$ cat config.mk
export PLATFORM = sky130hd
export DESIGN_NAME = butterfly_unit
export DESIGN_NICKNAME = d
export VERILOG_FILES = /design/src/butterfly_pkg.sv /design/src/butterfly.sv /design/src/butterfly_unit.sv /design/src/mod_addsub.sv /design/src/mod_mul.sv
export SDC_FILE = /design/constraint.sdc
export NUM_CORES = 1
export LEC_CHECK = 0
export BUFFER_PORTS_ARGS = -buffer_cell sky130_fd_sc_hd__buf_2
export CAP_MARGIN = 5
export CORE_MARGIN = 2
export CORE_UTILIZATION = 50
export CTS_CLUSTER_SIZE = 24
export DETAILED_ROUTE_END_ITERATION = 8
export GPL_TIMING_DRIVEN = 0
export PLACE_DENSITY = 0.67
export SYNTH_ARGS = -nofsm -noshare
export SYNTH_HDL_FRONTEND = slang
export SYNTH_SLANG_ARGS = --single-unit
$ cat constraint.sdc
create_clock -name clk -period 12.3 [get_ports clk]
set_input_delay 0.615 -clock clk [delete_from_list [all_inputs] [get_ports clk]]
set_output_delay 0.615 -clock clk [all_outputs]
set_load 0.01 [all_outputs]
$ cat src/butterfly_pkg.sv
package butterfly_pkg;

    ////////////////////////////////////////////////////////////
    // kyber field
    ////////////////////////////////////////////////////////////

    localparam int coef_width = 12;     // coefficient and twiddle width
    localparam int kyber_q    = 3329;   // modulus
    localparam int prod_width = 24;     // raw 12x12 product

    // barrett constant, floor(2^24 / q)
    localparam int barrett_m     = 5039;
    localparam int barrett_shift = 24;

    ////////////////////////////////////////////////////////////
    // pipeline depths, in enabled cycles
    ////////////////////////////////////////////////////////////

    localparam int mul_latency    = 3;
    localparam int addsub_latency = 1;

    // input register + multiplier + adder/subtractor
    localparam int bfly_latency = 1 + mul_latency + addsub_latency;

    ////////////////////////////////////////////////////////////
    // butterfly mode
    ////////////////////////////////////////////////////////////

    typedef enum logic [1:0] {
        mode_ntt    = 2'd0,     // cooley-tukey
        mode_intt   = 2'd1,     // gentleman-sande
        mode_bypass = 2'd2      // c = a, d = b
    } bfly_mode_e;

endpackage

$ cat src/butterfly.sv
module butterfly (
    input  logic                                 clk,
    input  logic                                 reset,
    input  logic                                 en,
    input  butterfly_pkg::bfly_mode_e            mode,
    input  logic [butterfly_pkg::coef_width-1:0] a,
    input  logic [butterfly_pkg::coef_width-1:0] b,
    input  logic [butterfly_pkg::coef_width-1:0] w,
    output logic [butterfly_pkg::coef_width-1:0] c,
    output logic [butterfly_pkg::coef_width-1:0] d
);
    import butterfly_pkg::*;

    // input register
    logic [coef_width-1:0] a_r;
    logic [coef_width-1:0] b_r;
    logic [coef_width-1:0] w_r;

    // delay lines
    logic [coef_width-1:0] w_dly;                       // intt twiddle, waits for diff
    logic [coef_width-1:0] a_dly   [bfly_latency-1];    // ntt tap and bypass
    logic [coef_width-1:0] b_dly   [bfly_latency-1];    // bypass only
    logic [coef_width-1:0] sum_dly [mul_latency];       // intt sum, waits for product

    // shared unit operands and results
    logic [coef_width-1:0] mul_x;
    logic [coef_width-1:0] mul_y;
    logic [coef_width-1:0] prod;
    logic [coef_width-1:0] add_x;
    logic [coef_width-1:0] add_y;
    logic [coef_width-1:0] sum;
    logic [coef_width-1:0] diff;

    ////////////////////////////////////////////////////////////
    // input register and a/b/w delays
    ////////////////////////////////////////////////////////////

    always_ff @(posedge clk) begin
        if (reset) begin
            a_r   <= '0;
            b_r   <= '0;
            w_r   <= '0;
            w_dly <= '0;
            for (int i = 0; i < bfly_latency-1; i++) begin
                a_dly[i] <= '0;
                b_dly[i] <= '0;
            end
        end else if (en) begin
            a_r      <= a;
            b_r      <= b;
            w_r      <= w;
            w_dly    <= w_r;
            a_dly[0] <= a_r;
            b_dly[0] <= b_r;
            for (int i = 1; i < bfly_latency-1; i++) begin
                a_dly[i] <= a_dly[i-1];
                b_dly[i] <= b_dly[i-1];
            end
        end
    end

    // intt sum waits out the multiplier
    always_ff @(posedge clk) begin
        if (reset) begin
            for (int i = 0; i < mul_latency; i++) begin
                sum_dly[i] <= '0;
            end
        end else if (en) begin
            sum_dly[0] <= sum;
            for (int i = 1; i < mul_latency; i++) begin
                sum_dly[i] <= sum_dly[i-1];
            end
        end
    end

    ////////////////////////////////////////////////////////////
    // operand routing
    ////////////////////////////////////////////////////////////

    // ntt: w*b then a +/- product, intt: a +/- b then diff*w
    always_comb begin
        if (mode == mode_intt) begin
            mul_x = w_dly;
            mul_y = diff;
            add_x = a_r;
            add_y = b_r;
        end else begin
            mul_x = w_r;
            mul_y = b_r;
            add_x = a_dly[mul_latency-1];   // a lined up with product
            add_y = prod;
        end
    end

    mod_mul u_mul (
        .clk   (clk),
        .reset (reset),
        .en    (en),
        .x     (mul_x),
        .y     (mul_y),
        .prod  (prod)
    );

    mod_addsub u_addsub (
        .clk   (clk),
        .reset (reset),
        .en    (en),
        .x     (add_x),
        .y     (add_y),
        .sum   (sum),
        .diff  (diff)
    );

    ////////////////////////////////////////////////////////////
    // output select
    ////////////////////////////////////////////////////////////

    always_comb begin
        case (mode)
            mode_intt: begin
                c = sum_dly[mul_latency-1];
                d = prod;
            end
            mode_bypass: begin
                c = a_dly[bfly_latency-2];
                d = b_dly[bfly_latency-2];
            end
            default: begin      // ntt
                c = sum;
                d = diff;
            end
        endcase
    end

endmodule

$ cat src/butterfly_unit.sv
module butterfly_unit (
    input  logic                                 clk,
    input  logic                                 reset,
    input  butterfly_pkg::bfly_mode_e            mode,
    input  logic                                 in_valid,
    output logic                                 in_ready,
    input  logic [butterfly_pkg::coef_width-1:0] a,
    input  logic [butterfly_pkg::coef_width-1:0] b,
    input  logic [butterfly_pkg::coef_width-1:0] w,
    output logic                                 out_valid,
    input  logic                                 out_ready,
    output logic [butterfly_pkg::coef_width-1:0] c,
    output logic [butterfly_pkg::coef_width-1:0] d
);
    import butterfly_pkg::*;

    logic                              advance;     // whole pipe moves
    logic [bfly_latency-1:0]           valid_sr;    // one bit per stage
    logic [$clog2(bfly_latency+1)-1:0] in_flight;
    logic [coef_width-1:0]             a_in;
    logic [coef_width-1:0]             b_in;
    logic [coef_width-1:0]             w_in;

    ////////////////////////////////////////////////////////////
    // handshake and valid tracking
    ////////////////////////////////////////////////////////////

    assign advance   = !out_valid || out_ready;
    assign in_ready  = advance;
    assign out_valid = valid_sr[bfly_latency-1];

    always_ff @(posedge clk) begin
        if (reset) begin
            valid_sr <= '0;
        end else if (advance) begin
            valid_sr <= {valid_sr[bfly_latency-2:0], in_valid};
        end
    end

    always_comb begin
        in_flight = '0;
        for (int i = 0; i < bfly_latency; i++) begin
            in_flight = in_flight + valid_sr[i];
        end
    end

    // bubbles carry zeros so the datapath only sees residues
    assign a_in = in_valid ? a : '0;
    assign b_in = in_valid ? b : '0;
    assign w_in = in_valid ? w : '0;

    butterfly u_bfly (
        .clk   (clk),
        .reset (reset),
        .en    (advance),
        .mode  (mode),
        .a     (a_in),
        .b     (b_in),
        .w     (w_in),
        .c     (c),
        .d     (d)
    );

    ////////////////////////////////////////////////////////////
    // checks
    ////////////////////////////////////////////////////////////

    // shared units would mix items of two modes
    a_mode_stable : assert property (
        @(posedge clk) disable iff (reset)
        (in_flight != 0) |-> $stable(mode)
    ) else $error("mode changed with %0d items in flight", in_flight);

    a_stall_hold : assert property (
        @(posedge clk) disable iff (reset)
        (out_valid && !out_ready) |=> out_valid && $stable(c) && $stable(d)
    ) else $error("output changed under back-pressure");

endmodule

$ cat src/mod_addsub.sv
module mod_addsub (
    input  logic                                 clk,
    input  logic                                 reset,
    input  logic                                 en,
    input  logic [butterfly_pkg::coef_width-1:0] x,
    input  logic [butterfly_pkg::coef_width-1:0] y,
    output logic [butterfly_pkg::coef_width-1:0] sum,
    output logic [butterfly_pkg::coef_width-1:0] diff
);
    import butterfly_pkg::*;

    logic [coef_width:0] sum_raw;   // up to 2q-2
    logic [coef_width:0] diff_raw;  // msb is the borrow

    assign sum_raw  = x + y;
    assign diff_raw = {1'b0, x} - {1'b0, y};

    ////////////////////////////////////////////////////////////
    // one correction each way
    ////////////////////////////////////////////////////////////

    always_ff @(posedge clk) begin
        if (reset) begin
            sum  <= '0;
            diff <= '0;
        end else if (en) begin
            if (sum_raw >= kyber_q) begin
                sum <= coef_width'(sum_raw - kyber_q);
            end else begin
                sum <= sum_raw[coef_width-1:0];
            end
            // wrap back into range on borrow
            if (diff_raw[coef_width]) begin
                diff <= coef_width'(diff_raw + kyber_q);
            end else begin
                diff <= diff_raw[coef_width-1:0];
            end
        end
    end

    // single correction only holds for reduced operands
    a_operands_reduced : assert property (
        @(posedge clk) disable iff (reset)
        en |-> (x < kyber_q) && (y < kyber_q)
    ) else $error("mod_addsub operand not reduced, x=%0d y=%0d", x, y);

endmodule

$ cat src/mod_mul.sv
module mod_mul (
    input  logic                                 clk,
    input  logic                                 reset,
    input  logic                                 en,
    input  logic [butterfly_pkg::coef_width-1:0] x,
    input  logic [butterfly_pkg::coef_width-1:0] y,
    output logic [butterfly_pkg::coef_width-1:0] prod
);
    import butterfly_pkg::*;

    // stage 1
    logic [prod_width-1:0] mul_q;

    // stage 2
    logic [prod_width-1:0]            prod_q;
    logic [coef_width:0]              quot_q;   // estimate of prod / q
    logic [prod_width+coef_width:0]   scaled;   // mul_q * barrett_m

    // stage 3
    logic [prod_width-1:0] quot_times_q;
    logic [coef_width:0]   rem;                 // below 2q

    ////////////////////////////////////////////////////////////
    // stage 1, raw product
    ////////////////////////////////////////////////////////////

    always_ff @(posedge clk) begin
        if (reset) begin
            mul_q <= '0;
        end else if (en) begin
            mul_q <= x * y;
        end
    end

    ////////////////////////////////////////////////////////////
    // stage 2, barrett quotient
    ////////////////////////////////////////////////////////////

    assign scaled = mul_q * (prod_width+coef_width+1)'(barrett_m);

    always_ff @(posedge clk) begin
        if (reset) begin
            prod_q <= '0;
            quot_q <= '0;
        end else if (en) begin
            prod_q <= mul_q;
            quot_q <= scaled[prod_width+coef_width:barrett_shift];
        end
    end

    ////////////////////////////////////////////////////////////
    // stage 3, subtract and correct once
    ////////////////////////////////////////////////////////////

    assign quot_times_q = prod_width'(quot_q * kyber_q);
    assign rem          = (coef_width+1)'(prod_q - quot_times_q);

    always_ff @(posedge clk) begin
        if (reset) begin
            prod <= '0;
        end else if (en) begin
            if (rem >= kyber_q) begin
                prod <= coef_width'(rem - kyber_q);
            end else begin
                prod <= rem[coef_width-1:0];
            end
        end
    end

    // estimate is at most one short, so one correction is enough
    a_prod_reduced : assert property (
        @(posedge clk) disable iff (reset)
        prod < kyber_q
    ) else $error("mod_mul result %0d not below q", prod);

endmodule

==> results of run 1 <==
## cell type report
type,instances,area [um^2],share of cell area
inverter,331,1247,0.04955
sequential,271,6746,0.2680
multi-input combinational,1645,14810,0.5884
timing repair buffer,68,362.8,0.01441
clock inverter,13,142.6,0.005665
tap,600,750.7,0.02982
buffer,83,334.1,0.01327
clock buffer,38,779.5,0.03096
## registers in the layout, summed over array words and instances (netlist names)
name                  flops
u_bfly.a_dly             48
u_bfly.b_dly             48
u_bfly.sum_dly           36
u_bfly.u_mul.mul_q       24
u_bfly.u_mul.prod_q      13
u_bfly.u_mul.quot_q      13
u_bfly.a_r               12
u_bfly.b_r               12
u_bfly.u_addsub.diff     12
u_bfly.u_addsub.sum      12
u_bfly.u_mul.prod        12
u_bfly.w_dly             12
u_bfly.w_r               12
valid_sr                  5
## routing by layer
layer / vias up / GRT usage
met3: 118 / 0.01982
met4: 0 / 0.08176
li1: 7913 / -
met5: - / 0
met1: 8256 / 0.3488
met2: 487 / 0.4134
## per-stage QoR
step	hold slack [ns]	cells
after global routing	0.2371	3049
after global placement	0.4363	2997
after CTS	0.2268	3049
final	0.2457	3049
after floorplan	0.4264	2330
after detailed placement	0.4435	2998
## kinds of logic (layout without fill, tap and decap cells)
logic type               Yosys count  in the layout  synth area share
XOR/XNOR                          84             84           0.03212
flip-flops                       271            271            0.2916
adder cells (fa/ha/maj)          484            484            0.3380
AO/OA/AOI/OAI                    364            364            0.1038
buffers and inverters            414            533           0.06814
AND/OR/NAND/NOR                  643            643            0.1335
multiplexers                      70             70           0.03288
## worst max-delay path, delay by kind of cell
kind	cells	cell delay, ns
AND/OR/NAND/NOR	3	0.49
AO/OA/AOI/OAI	6	1.32
buffers and inverters	7	2.09
multiplexers	1	0.57
XOR/XNOR	1	0.24
adder cells (fa/ha/maj)	7	3.02
## synthesized netlist by cell type, drive strengths merged (16+ instances only)
cell / count / area [um^2]
nor3: 17 / 85.08
a22o: 39 / 341.6
edfxtp: 132 / 3964
dfxtp: 139 / 2783
a211oi: 17 / 132.6
nor2: 109 / 409.1
and2: 150 / 938.4
mux2i: 22 / 220.2
ha: 249 / 3115
a21oi: 103 / 519.3
xnor2: 60 / 525.5
nand3: 16 / 80.08
clkbuf: 70 / 262.8
o21ai: 87 / 435.4
nand2: 279 / 1047
a22oi: 24 / 180.2
fa: 235 / 4705
mux2: 48 / 540.5
inv: 331 / 1242
xor2: 24 / 217.7
## placed cells by master (no fill, tap or decap), types with 8 or more instances in the layout
master	n
inv_1	330
nand2_1	279
ha_1	249
fa_1	235
and2_1	150
dfxtp_1	139
edfxtp_1	132
nor2_1	109
a21oi_1	102
o21ai_0	80
clkbuf_1	77
buf_2	67
xnor2_1	60
mux2_2	48
a22o_1	39
clkbuf_16	29
a22oi_1	24
xor2_1	23
mux2i_1	22
nor3_1	17
nand3_1	16
a211oi_1	16
a21o_1	14
nor2b_1	13
o21a_1	11
or3_1	11
buf_1	10
nand2b_1	8
o211ai_1	8
o21bai_1	8
## power breakdown
part / internal, mW / total [mW] / switching, mW
Combinational: 0.919 / 2.16 / 1.24
Clock: 0.490 / 0.859 / 0.369
Sequential: 1.04 / 1.15 / 0.115
## worst max path at each step
stage,from,to,slack [ns],cells past startpoint
after detailed placement,mode[1],u_bfly.u_mul.mul_q[22],3.89,27
after CTS,mode[1],u_bfly.u_mul.mul_q[22],4.45,27
final,mode[1],u_bfly.u_mul.mul_q[22],4.35,25
after global placement,mode[1],u_bfly.u_mul.mul_q[22],3.70,27
after global routing,mode[1],u_bfly.u_mul.mul_q[22],4.02,27
after floorplan,mode[1],u_bfly.u_mul.mul_q[22],5.32,26
==> metrics.yaml, run 1 <==
place:
  portBuffers: 67
  detailed_place.area_um2: 24260
  dp_slack_ns: 3.891
  routabilityCongestion: 0.9362
  hpwlAfterDp_um: 46120
timing:
  fin_skew_ns: 0.01300
  worstMarginPinSlew_ns: 1.177
  setup_slack_ns: 4.350
  slew_viol_final: 0
  hold_violation_total_from_the_final_report: 0
  rsz0062_at_grt: "false"
  timing.final.crit_period_ns: 7.950
  layout_worst_path_cycle_share: 0.6463
  finalSetupViolations: 0
  clock.fmax_mhz: 125.8
  totalNegativeSetupSlack_ns: 0
  max_slew_margin: 0.2155
yosys:
  asyncSetResetFlopFracSynth: 0
  netlist_area_um2: 23140
  avg_inst_size_synth_um2: 9.930
  netlist-cell-type-count: 75
  postSynthRegisterBits: 271
  synthCells: 2330
  yosysWarningCount: 0
  primary_ff_master_synth: "dfxtp_1"
  seq_area_frac_synth: 0.2916
  synth_edf_count: 132
  mappedNetlistNets: 2856
drt:
  ant_nets: 0
  drtIter0Drc: 1214
  wl_met1_um: 26150
  route.detailed.vias_per_inst: 5.501
  routed-via-count: 16770
  wl_met2_um: 26650
  dr_wl_met3_um: 2919
  post_drt_wl_per_cell_um: 18.92
  highest_layer: "met4"
  firstDrtPassIters: 5
  routed_wl_um: 57690
  remaining_design_rule_violation_count: 0
job:
  max-cap-violations: 0
critical_path:
  critical_path.endpoint_type: "register"
  critPathLaunchType: "input pin"
  r2r.worst_path.cells: 21
  worst-endpoint-required_ns: 12.73
  maximum_fanout_count_along_the_critical_path: 10
  arrival_time_of_data_at_the_critical_path_endpoint_ns: 8.38
  slowest_delay_ns: 0.72
  crit-reg2reg-capture: "u_bfly.u_mul.mul_q[22]"
  regToRegStartpoint: "u_bfly.b_r[4]"
  path_class: "input pin to register"
  timing.critical_path.slowest_stage_cell: "buf_1"
  crit_top_cell: "fa_1"
  rrSetupSlack_ns: 5.88
hold_path:
  whs_path_depth: 2
  worstHoldStart: "b[11]"
  hold_path_class: "input pin to register"
  worstHoldEndpoint: "u_bfly.b_r[11]"
clock_network:
  ctsHtreeMaxLevel: 1
  cts.root.buffer_cell: "clkbuf_16"
  cts_made_buffers: 29
  clock_sinks: 271
  postCtsSetupRepairBufs: 0
  cts_clock_pin_slew_for_the_worst_setup_and_hold_paths_ns: 0.07
  clock_tree_from_tritoncts: "yes"
  post_cts_hold_buffer_count: 0
  postCtsResizedCells: 0
  clk_latency_ns: 0.58
  cts.path.max_buffers: 3
floorplanning:
  dieHeight_um: 219.1
  num_rows: 78
  die_width_um: 219.1
  core_area_um2: 45480
  design.die.area_um2: 48010
  initial_utilization: 0.5087
  ioPinCount: 68
pwr:
  cellPowerDensity_nw_per_um2: 165.7
  worst_ir_drop_vdd_mv: 0.1288
  p_leak_nw: 12.01
  p_total_mw: 4.171
finish:
  final_layout_size_suffix_gt1_frac: 0.07350
  insertedDiodeCount: 0
  number_of_filler_instances_in_the_final_layout: 4066
  final_core_util: 0.5536
  areaGrowthSynthToFinish_pct: 8.820
  design.final.nets: 2955
  fin_area_um2: 25180
global_route:
  track_usage: 0.2499
  global_route.overflow_total: 0
  grt_first_pass_wirelength_um: 92980
  grt_pass1_vias: 17170
  antenna_violations_before_repair: 0
  largest_net_degree_at_the_start_of_global_routing: 71
run_status:
  status: "finished clean"
Note: power is estimated with default switching activity, not from simulation.
==> run 2, diff against run 1 <==
--- a/config.mk
+++ b/config.mk
@@ -5,6 +5,7 @@
 export SDC_FILE = /design/constraint.sdc
 export NUM_CORES = 1
 export LEC_CHECK = 0
+export ABC_AREA = 1
 export BUFFER_PORTS_ARGS = -buffer_cell sky130_fd_sc_hd__buf_2
 export CAP_MARGIN = 5
 export CORE_MARGIN = 2
==> constraint.sdc (replaced) <==
create_clock -name clk -period 8.3 [get_ports clk]
set_input_delay 0.415 -clock clk [delete_from_list [all_inputs] [get_ports clk]]
set_output_delay 0.415 -clock clk [all_outputs]
set_load 0.01 [all_outputs]
==> metrics.yaml, run 2 <==
drt:
  routed-via-count: 19950  # +19%
  firstDrtPassIters: 6  # +1
  route.detailed.vias_per_inst: 5.318  # -3.3%
  routed_wl_um: 64690  # +12%
  remaining_design_rule_violation_count: 0  # unchanged
  ant_nets: 0  # unchanged
  post_drt_wl_per_cell_um: 17.24  # -8.9%
  drtIter0Drc: 1595  # +31%
clock_network:
  cts.root.buffer_cell: "clkbuf_16"
  clock_tree_from_tritoncts: "yes"
  postCtsSetupRepairBufs: 0  # unchanged
  clk_latency_ns: 0.57  # about the same
  postCtsResizedCells: 0  # unchanged
  cts_clock_pin_slew_for_the_worst_setup_and_hold_paths_ns: 0.06  # about the same
  post_cts_hold_buffer_count: 0  # unchanged
  cts_made_buffers: 29  # unchanged
  clock_sinks: 271  # unchanged
  cts.path.max_buffers: 3  # unchanged
  ctsHtreeMaxLevel: 1  # unchanged
floorplanning:
  ioPinCount: 68  # unchanged
  initial_utilization: 0.5086  # about the same
  dieHeight_um: 224.8  # +2.6%
  num_rows: 80  # +2.6%
  design.die.area_um2: 50560  # +5.3%
  die_width_um: 224.8  # +2.6%
  core_area_um2: 47950  # +5.4%
timing:
  clock.fmax_mhz: 149.7
  finalSetupViolations: 0  # unchanged
  hold_violation_total_from_the_final_report: 0  # unchanged
  fin_skew_ns: 0.02740  # +0.01440 ns
  rsz0062_at_grt: "false"
  timing.final.crit_period_ns: 6.679
  max_slew_margin: 0.1806  # -0.03490
  worstMarginPinSlew_ns: 1.216  # +0.03950 ns
  slew_viol_final: 0  # unchanged
  layout_worst_path_cycle_share: 0.8047
  totalNegativeSetupSlack_ns: 0  # unchanged
critical_path:
  maximum_fanout_count_along_the_critical_path: 10  # unchanged
  arrival_time_of_data_at_the_critical_path_endpoint_ns: 7.08  # -1.30 ns
  cp-startpoint: "mode[1]"
  path_class: "input pin to register"
  r2r.worst_path.cells: 23  # +9.5%
  critical_path.endpoint_type: "register"
  crit_buf_inv: 7  # unchanged
  worst-endpoint-required_ns: 8.70  # -4.03 ns
  slowest_delay_ns: 0.99  # +0.27 ns
  timing.critical_path.slowest_stage_cell: "o21ai_0"
  critPathLaunchType: "input pin"
  cp_delay_by_family_top: "adder cells"
  regToRegStartpoint: "u_bfly.b_r[9]"
  path_depth: 26  # +4.0%
job:
  max-cap-violations: 0  # unchanged
finish:
  insertedDiodeCount: 0  # unchanged
  register_area_um2: 6746  # unchanged
  registers_with_the_highest_flip_flop_counts: "u_bfly.a_dly: 48 flops, u_bfly.b_dly: 48 flops, u_bfly.sum_dly: 36 flops"
  footprint_of_the_multi_input_gates_um2: 14790  # -0.15%
  number_of_filler_instances_in_the_final_layout: 4426  # +8.9%
  highest_count_cells_in_the_layout_ignoring_fill_and_taps: "inv_1, nand2_1, nor2_1"
  final_layout_size_suffix_gt1_frac: 0.05355  # -0.01995
  design.final.nets: 3640  # +23%
  final_core_util: 0.5508  # -0.002786
  areaGrowthSynthToFinish_pct: 8.302
  mostFrequentLayoutCell: "inv_1"
pwr:
  sequentialPowerShare: 0.238  # -0.038
  cellPowerDensity_nw_per_um2: 268.8  # +62%
  switching_share: 0.4809  # +0.06678
  worst_ir_drop_vdd_mv: 0.3955  # +210%
  cellInternalPower_mw: 3.685  # +51%
  combinationalPowerShare: 0.594  # +0.076
  power_switching_mw: 3.413  # +98%
  p_leak_nw: 13.15  # +9.5%
  p_clk_frac: 0.168  # -0.038
global_route:
  grt_pass1_vias: 20060  # +17%
  antenna_violations_before_repair: 0  # unchanged
  largest_net_degree_at_the_start_of_global_routing: 70  # -1.4%
  track_usage: 0.2624  # +0.01258
  global_route.overflow_total: 0  # unchanged
  grt_first_pass_wirelength_um: 104100  # +12%
yosys:
  netlist_area_um2: 24390  # +5.4%
  synthDominantCellAreaShare: 0.1929  # -0.01041
  synth_top_cells_by_area: "fa_1, edfxtp_1, ha_1"
  synthCells: 3015  # +29%
  yosysWarningCount: 0  # unchanged
  netlist-cell-type-count: 53  # -29%
  synth_edf_count: 132  # unchanged
  mappedNetlistNets: 3541  # +24%
  asyncSetResetFlopFracSynth: 0  # unchanged
  primary_ff_master_synth: "dfxtp_1"
  seq_area_frac_synth: 0.2767  # -0.01493
  synthTopCellsByCount: "inv_1, nand2_1, nor2_1, ha_1, fa_1"
  synthMostInstantiatedCell: "inv_1"
  netlist.top_cell.by_area: "fa_1"
  postSynthRegisterBits: 271  # unchanged
  avg_inst_size_synth_um2: 8.088  # -19%
run_status:
  status: "finished clean"
hold_path:
  hold_path_class: "input pin to register"
  worstHoldStart: "reset"
  whs_path_depth: 2  # unchanged
place:
  hpwlAfterDp_um: 53070  # +15%
  routabilityCongestion: 0.9577  # +2.3%
  portBuffers: 66  # -1.5%
run 2: layout make-up:
type / count / share of cell area
inverter: 664 / 0.09437
sequential: 271 / 0.2554
timing repair buffer: 68 / 0.01459
tap: 615 / 0.02914
clock inverter: 17 / 0.003790
multi-input combinational: 1998 / 0.5601
buffer: 82 / 0.01360
clock buffer: 37 / 0.02899
run 2: power by group through the flow:
stage	Sequential [mW]	Clock [mW]	Combinational [mW]
detailed placement	1.71	0	4.18
global placement	1.71	0	4.08
finish	1.69	1.19	4.22
CTS	1.68	1.21	4.20
global route	1.70	1.26	4.82
floorplan	1.64	0	3.23
run 2: kinds of logic after synthesis:
group                      Yosys count  share of synthesized area
and+or+nand+nor                   1097                     0.1872
xor gates and xnor gates            26                   0.009954
AOI/OAI and AO/OA                  391                    0.08871
buffers and inverters              746                     0.1168
adders and majority gates          484                     0.3207
DFF                                271                     0.2767
run 2: final timing paths:
path                                                to  slack [ns]
worst max-delay path            u_bfly.u_mul.mul_q[21]        1.62
worst min-delay path                       valid_sr[4]        0.02
worst max register to register  u_bfly.u_mul.mul_q[21]        1.70
worst min register to register  u_bfly.u_addsub.sum[2]        0.46
run 2: stage by stage:
stage	cell area [um^2]	hold WS, ns	setup slack (ns)	cells	power (mW)
after floorplan	24390	0.4258	2.617	3015	4.865
after global placement	25490	0.4374	1.239	3696	5.790
after detailed placement	25540	0.4444	1.199	3698	5.883
after CTS	26410	0.001150	1.736	3752	7.091
after global routing	26410	0.02365	1.183	3752	7.772
final	26410	0.02136	1.621	3752	7.098
run 2: per-layer routing:
| metal | wire length [um] | track usage |
|---|---|---|
| met2 | 29000 | 0.4249 |
| met3 | 4422 | 0.03109 |
| met4 | 2099 | 0.08481 |
| met1 | 29160 | 0.3679 |
| met5 | 0 | 0 |
==> run 3, diff against run 2 <==
==> constraint.sdc (replaced) <==
create_clock -name clk -period 6.4 [get_ports clk]
set_input_delay 0.32 -clock clk [delete_from_list [all_inputs] [get_ports clk]]
set_output_delay 0.32 -clock clk [all_outputs]
set_load 0.01 [all_outputs]
==> metrics.yaml, run 3 (synthesis results as in run 2) <==
run_status:
  status: "finished clean"
pwr:
  p_leak_nw: 13.30  # +1.2%
  p_total_mw: 9.222  # +30%
  cellPowerDensity_nw_per_um2: 345.3  # +28%
  worst_ir_drop_vdd_mv: 0.5154  # +30%
floorplanning:
  core_area_um2: 47950  # unchanged
  ioPinCount: 68  # unchanged
  design.die.area_um2: 50560  # unchanged
  die_width_um: 224.8  # unchanged
  num_rows: 80  # unchanged
  dieHeight_um: 224.8  # unchanged
  initial_utilization: 0.5086  # unchanged
global_route:
  antenna_violations_before_repair: 0  # unchanged
  grt_pass1_vias: 20210  # +0.75%
  largest_net_degree_at_the_start_of_global_routing: 70  # unchanged
  grt_first_pass_wirelength_um: 104700  # +0.55%
  global_route.overflow_total: 0  # unchanged
  track_usage: 0.2638  # +0.001401
clock_network:
  cts.path.max_buffers: 3  # unchanged
  postCtsSetupRepairBufs: 0  # unchanged
  ctsHtreeMaxLevel: 1  # unchanged
  cts_clock_pin_slew_for_the_worst_setup_and_hold_paths_ns: 0.06  # about the same
  clock_sinks: 271  # unchanged
  clock_tree_from_tritoncts: "yes"
  clk_latency_ns: 0.58  # about the same
  cts_made_buffers: 29  # unchanged
  cts.root.buffer_cell: "clkbuf_16"
drt:
  route.detailed.vias_per_inst: 5.298  # -0.38%
  post_drt_wl_per_cell_um: 17.20  # -0.22%
  drtIter0Drc: 1466  # -8.1%
  ant_nets: 0  # unchanged
  routed_wl_um: 64960  # +0.42%
  routed-via-count: 20000  # +0.26%
  remaining_design_rule_violation_count: 0  # unchanged
  firstDrtPassIters: 5  # -1
critical_path:
  slowest_delay_ns: 0.55  # -0.44 ns
  timing.critical_path.slowest_stage_cell: "fa_1"
  cp_delay_by_family_top: "adder cells"
  r2r.worst_path.cells: 25  # +8.7%
  critical_path.endpoint_type: "register"
  arrival_time_of_data_at_the_critical_path_endpoint_ns: 6.45  # -0.63 ns
  path_class: "input pin to register"
  maximum_fanout_count_along_the_critical_path: 10  # unchanged
  crit_buf_inv: 9  # +2
  critPathLaunchType: "input pin"
  path_depth: 28  # +7.7%
  regToRegStartpoint: "u_bfly.b_r[7]"
  worst-endpoint-required_ns: 6.80  # -1.90 ns
  cp-startpoint: "mode[1]"
timing:
  fin_skew_ns: 0.02828  # +0.0008715 ns
  slew_viol_final: 0  # unchanged
  max_slew_margin: 0.3248  # +0.1442
  clock.fmax_mhz: 165.3
  timing.final.crit_period_ns: 6.050
  setup_slack_ns: 0.3498  # -1.271 ns
  hold_violation_total_from_the_final_report: 0  # unchanged
  totalNegativeSetupSlack_ns: 0  # unchanged
  worstMarginPinSlew_ns: 1.002  # -0.2140 ns
  layout_worst_path_cycle_share: 0.9453
  finalSetupViolations: 0  # unchanged
finish:
  register_area_um2: 6746  # unchanged
  footprint_of_the_multi_input_gates_um2: 14840  # +0.30%
  areaGrowthSynthToFinish_pct: 9.508
  design.final.nets: 3664  # +0.66%
  final_layout_size_suffix_gt1_frac: 0.06042  # +0.006870
  highest_count_cells_in_the_layout_ignoring_fill_and_taps: "inv_1, nand2_1, nor2_1"
  insertedDiodeCount: 0  # unchanged
  mostFrequentLayoutCell: "inv_1"
  number_of_filler_instances_in_the_final_layout: 4399  # -0.61%
  final_core_util: 0.5570  # +0.006133
  registers_with_the_highest_flip_flop_counts: "u_bfly.a_dly: 48 flops, u_bfly.b_dly: 48 flops, u_bfly.sum_dly: 36 flops"
place:
  dp_slack_ns: -0.6061  # -1.805 ns
  portBuffers: 66  # unchanged
  hpwlAfterDp_um: 53070  # unchanged
  routabilityCongestion: 0.9577  # unchanged
hold_path:
  hold_path_class: "input pin to register"
  worstHoldStart: "w[1]"
  whs_path_depth: 3  # +1
job:
  max-cap-violations: 0  # unchanged
## run 3: final timing paths
check                                         endpoint  slack, ns
worst max register to register  u_bfly.u_mul.mul_q[21]       0.45
worst max-delay path            u_bfly.u_mul.mul_q[21]       0.35
worst min register to register  u_bfly.u_addsub.sum[9]       0.46
worst min-delay path                     u_bfly.w_r[1]       0.02
## run 3: tightest hold or removal path, stage by stage
cell     delay [ns]
buf_2          0.08
nand3_1        0.07
o21ai_0        0.06
## run 3: where the power goes
group / internal [mW] / leakage (nW) / switching [mW]
sequential: 1.99 / 2.75 / 0.197
combinational: 1.95 / 10.1 / 3.53
clock: 0.848 / 0.416 / 0.706
total: 4.79 / 13.3 / 4.43
## run 3: through the flow
stage,cells,cell area [um^2],hold WS [ns]
after CTS,3776,26650,0.003369
after global routing,3776,26700,0.02665
after detailed placement,3698,25540,0.4444
final,3776,26700,0.01727
after floorplan,3015,24390,0.3891
after global placement,3696,25490,0.4374
## run 3: timing repair
item | CTS | global route
hold endpoints to repair | 24 | 0
resized for setup | 3 | 34
setup endpoints to repair | 1 | 6
hold buffers | 24 | 0
## run 3: final cells by class
class | count | area share
Sequential cell | 271 | 0.2526
Multi-Input combinational cell | 1998 | 0.5556
Timing Repair Buffer | 92 | 0.02343
Clock inverter | 17 | 0.003748
Inverter | 664 | 0.09333
Buffer | 82 | 0.01377
Tap cell | 615 | 0.02882
Clock buffer | 37 | 0.02867
## run 3: routing by layer
layer	vias to the layer above	share of wire	wire [um]	GRT usage
li1	9700	-	-	-
met1	9548	0.45	29480	0.3685
met2	646	0.45	29110	0.4284
met3	110	0.065	4199	0.03201
met4	0	0.033	2169	0.08481
met5	-	0	0	0
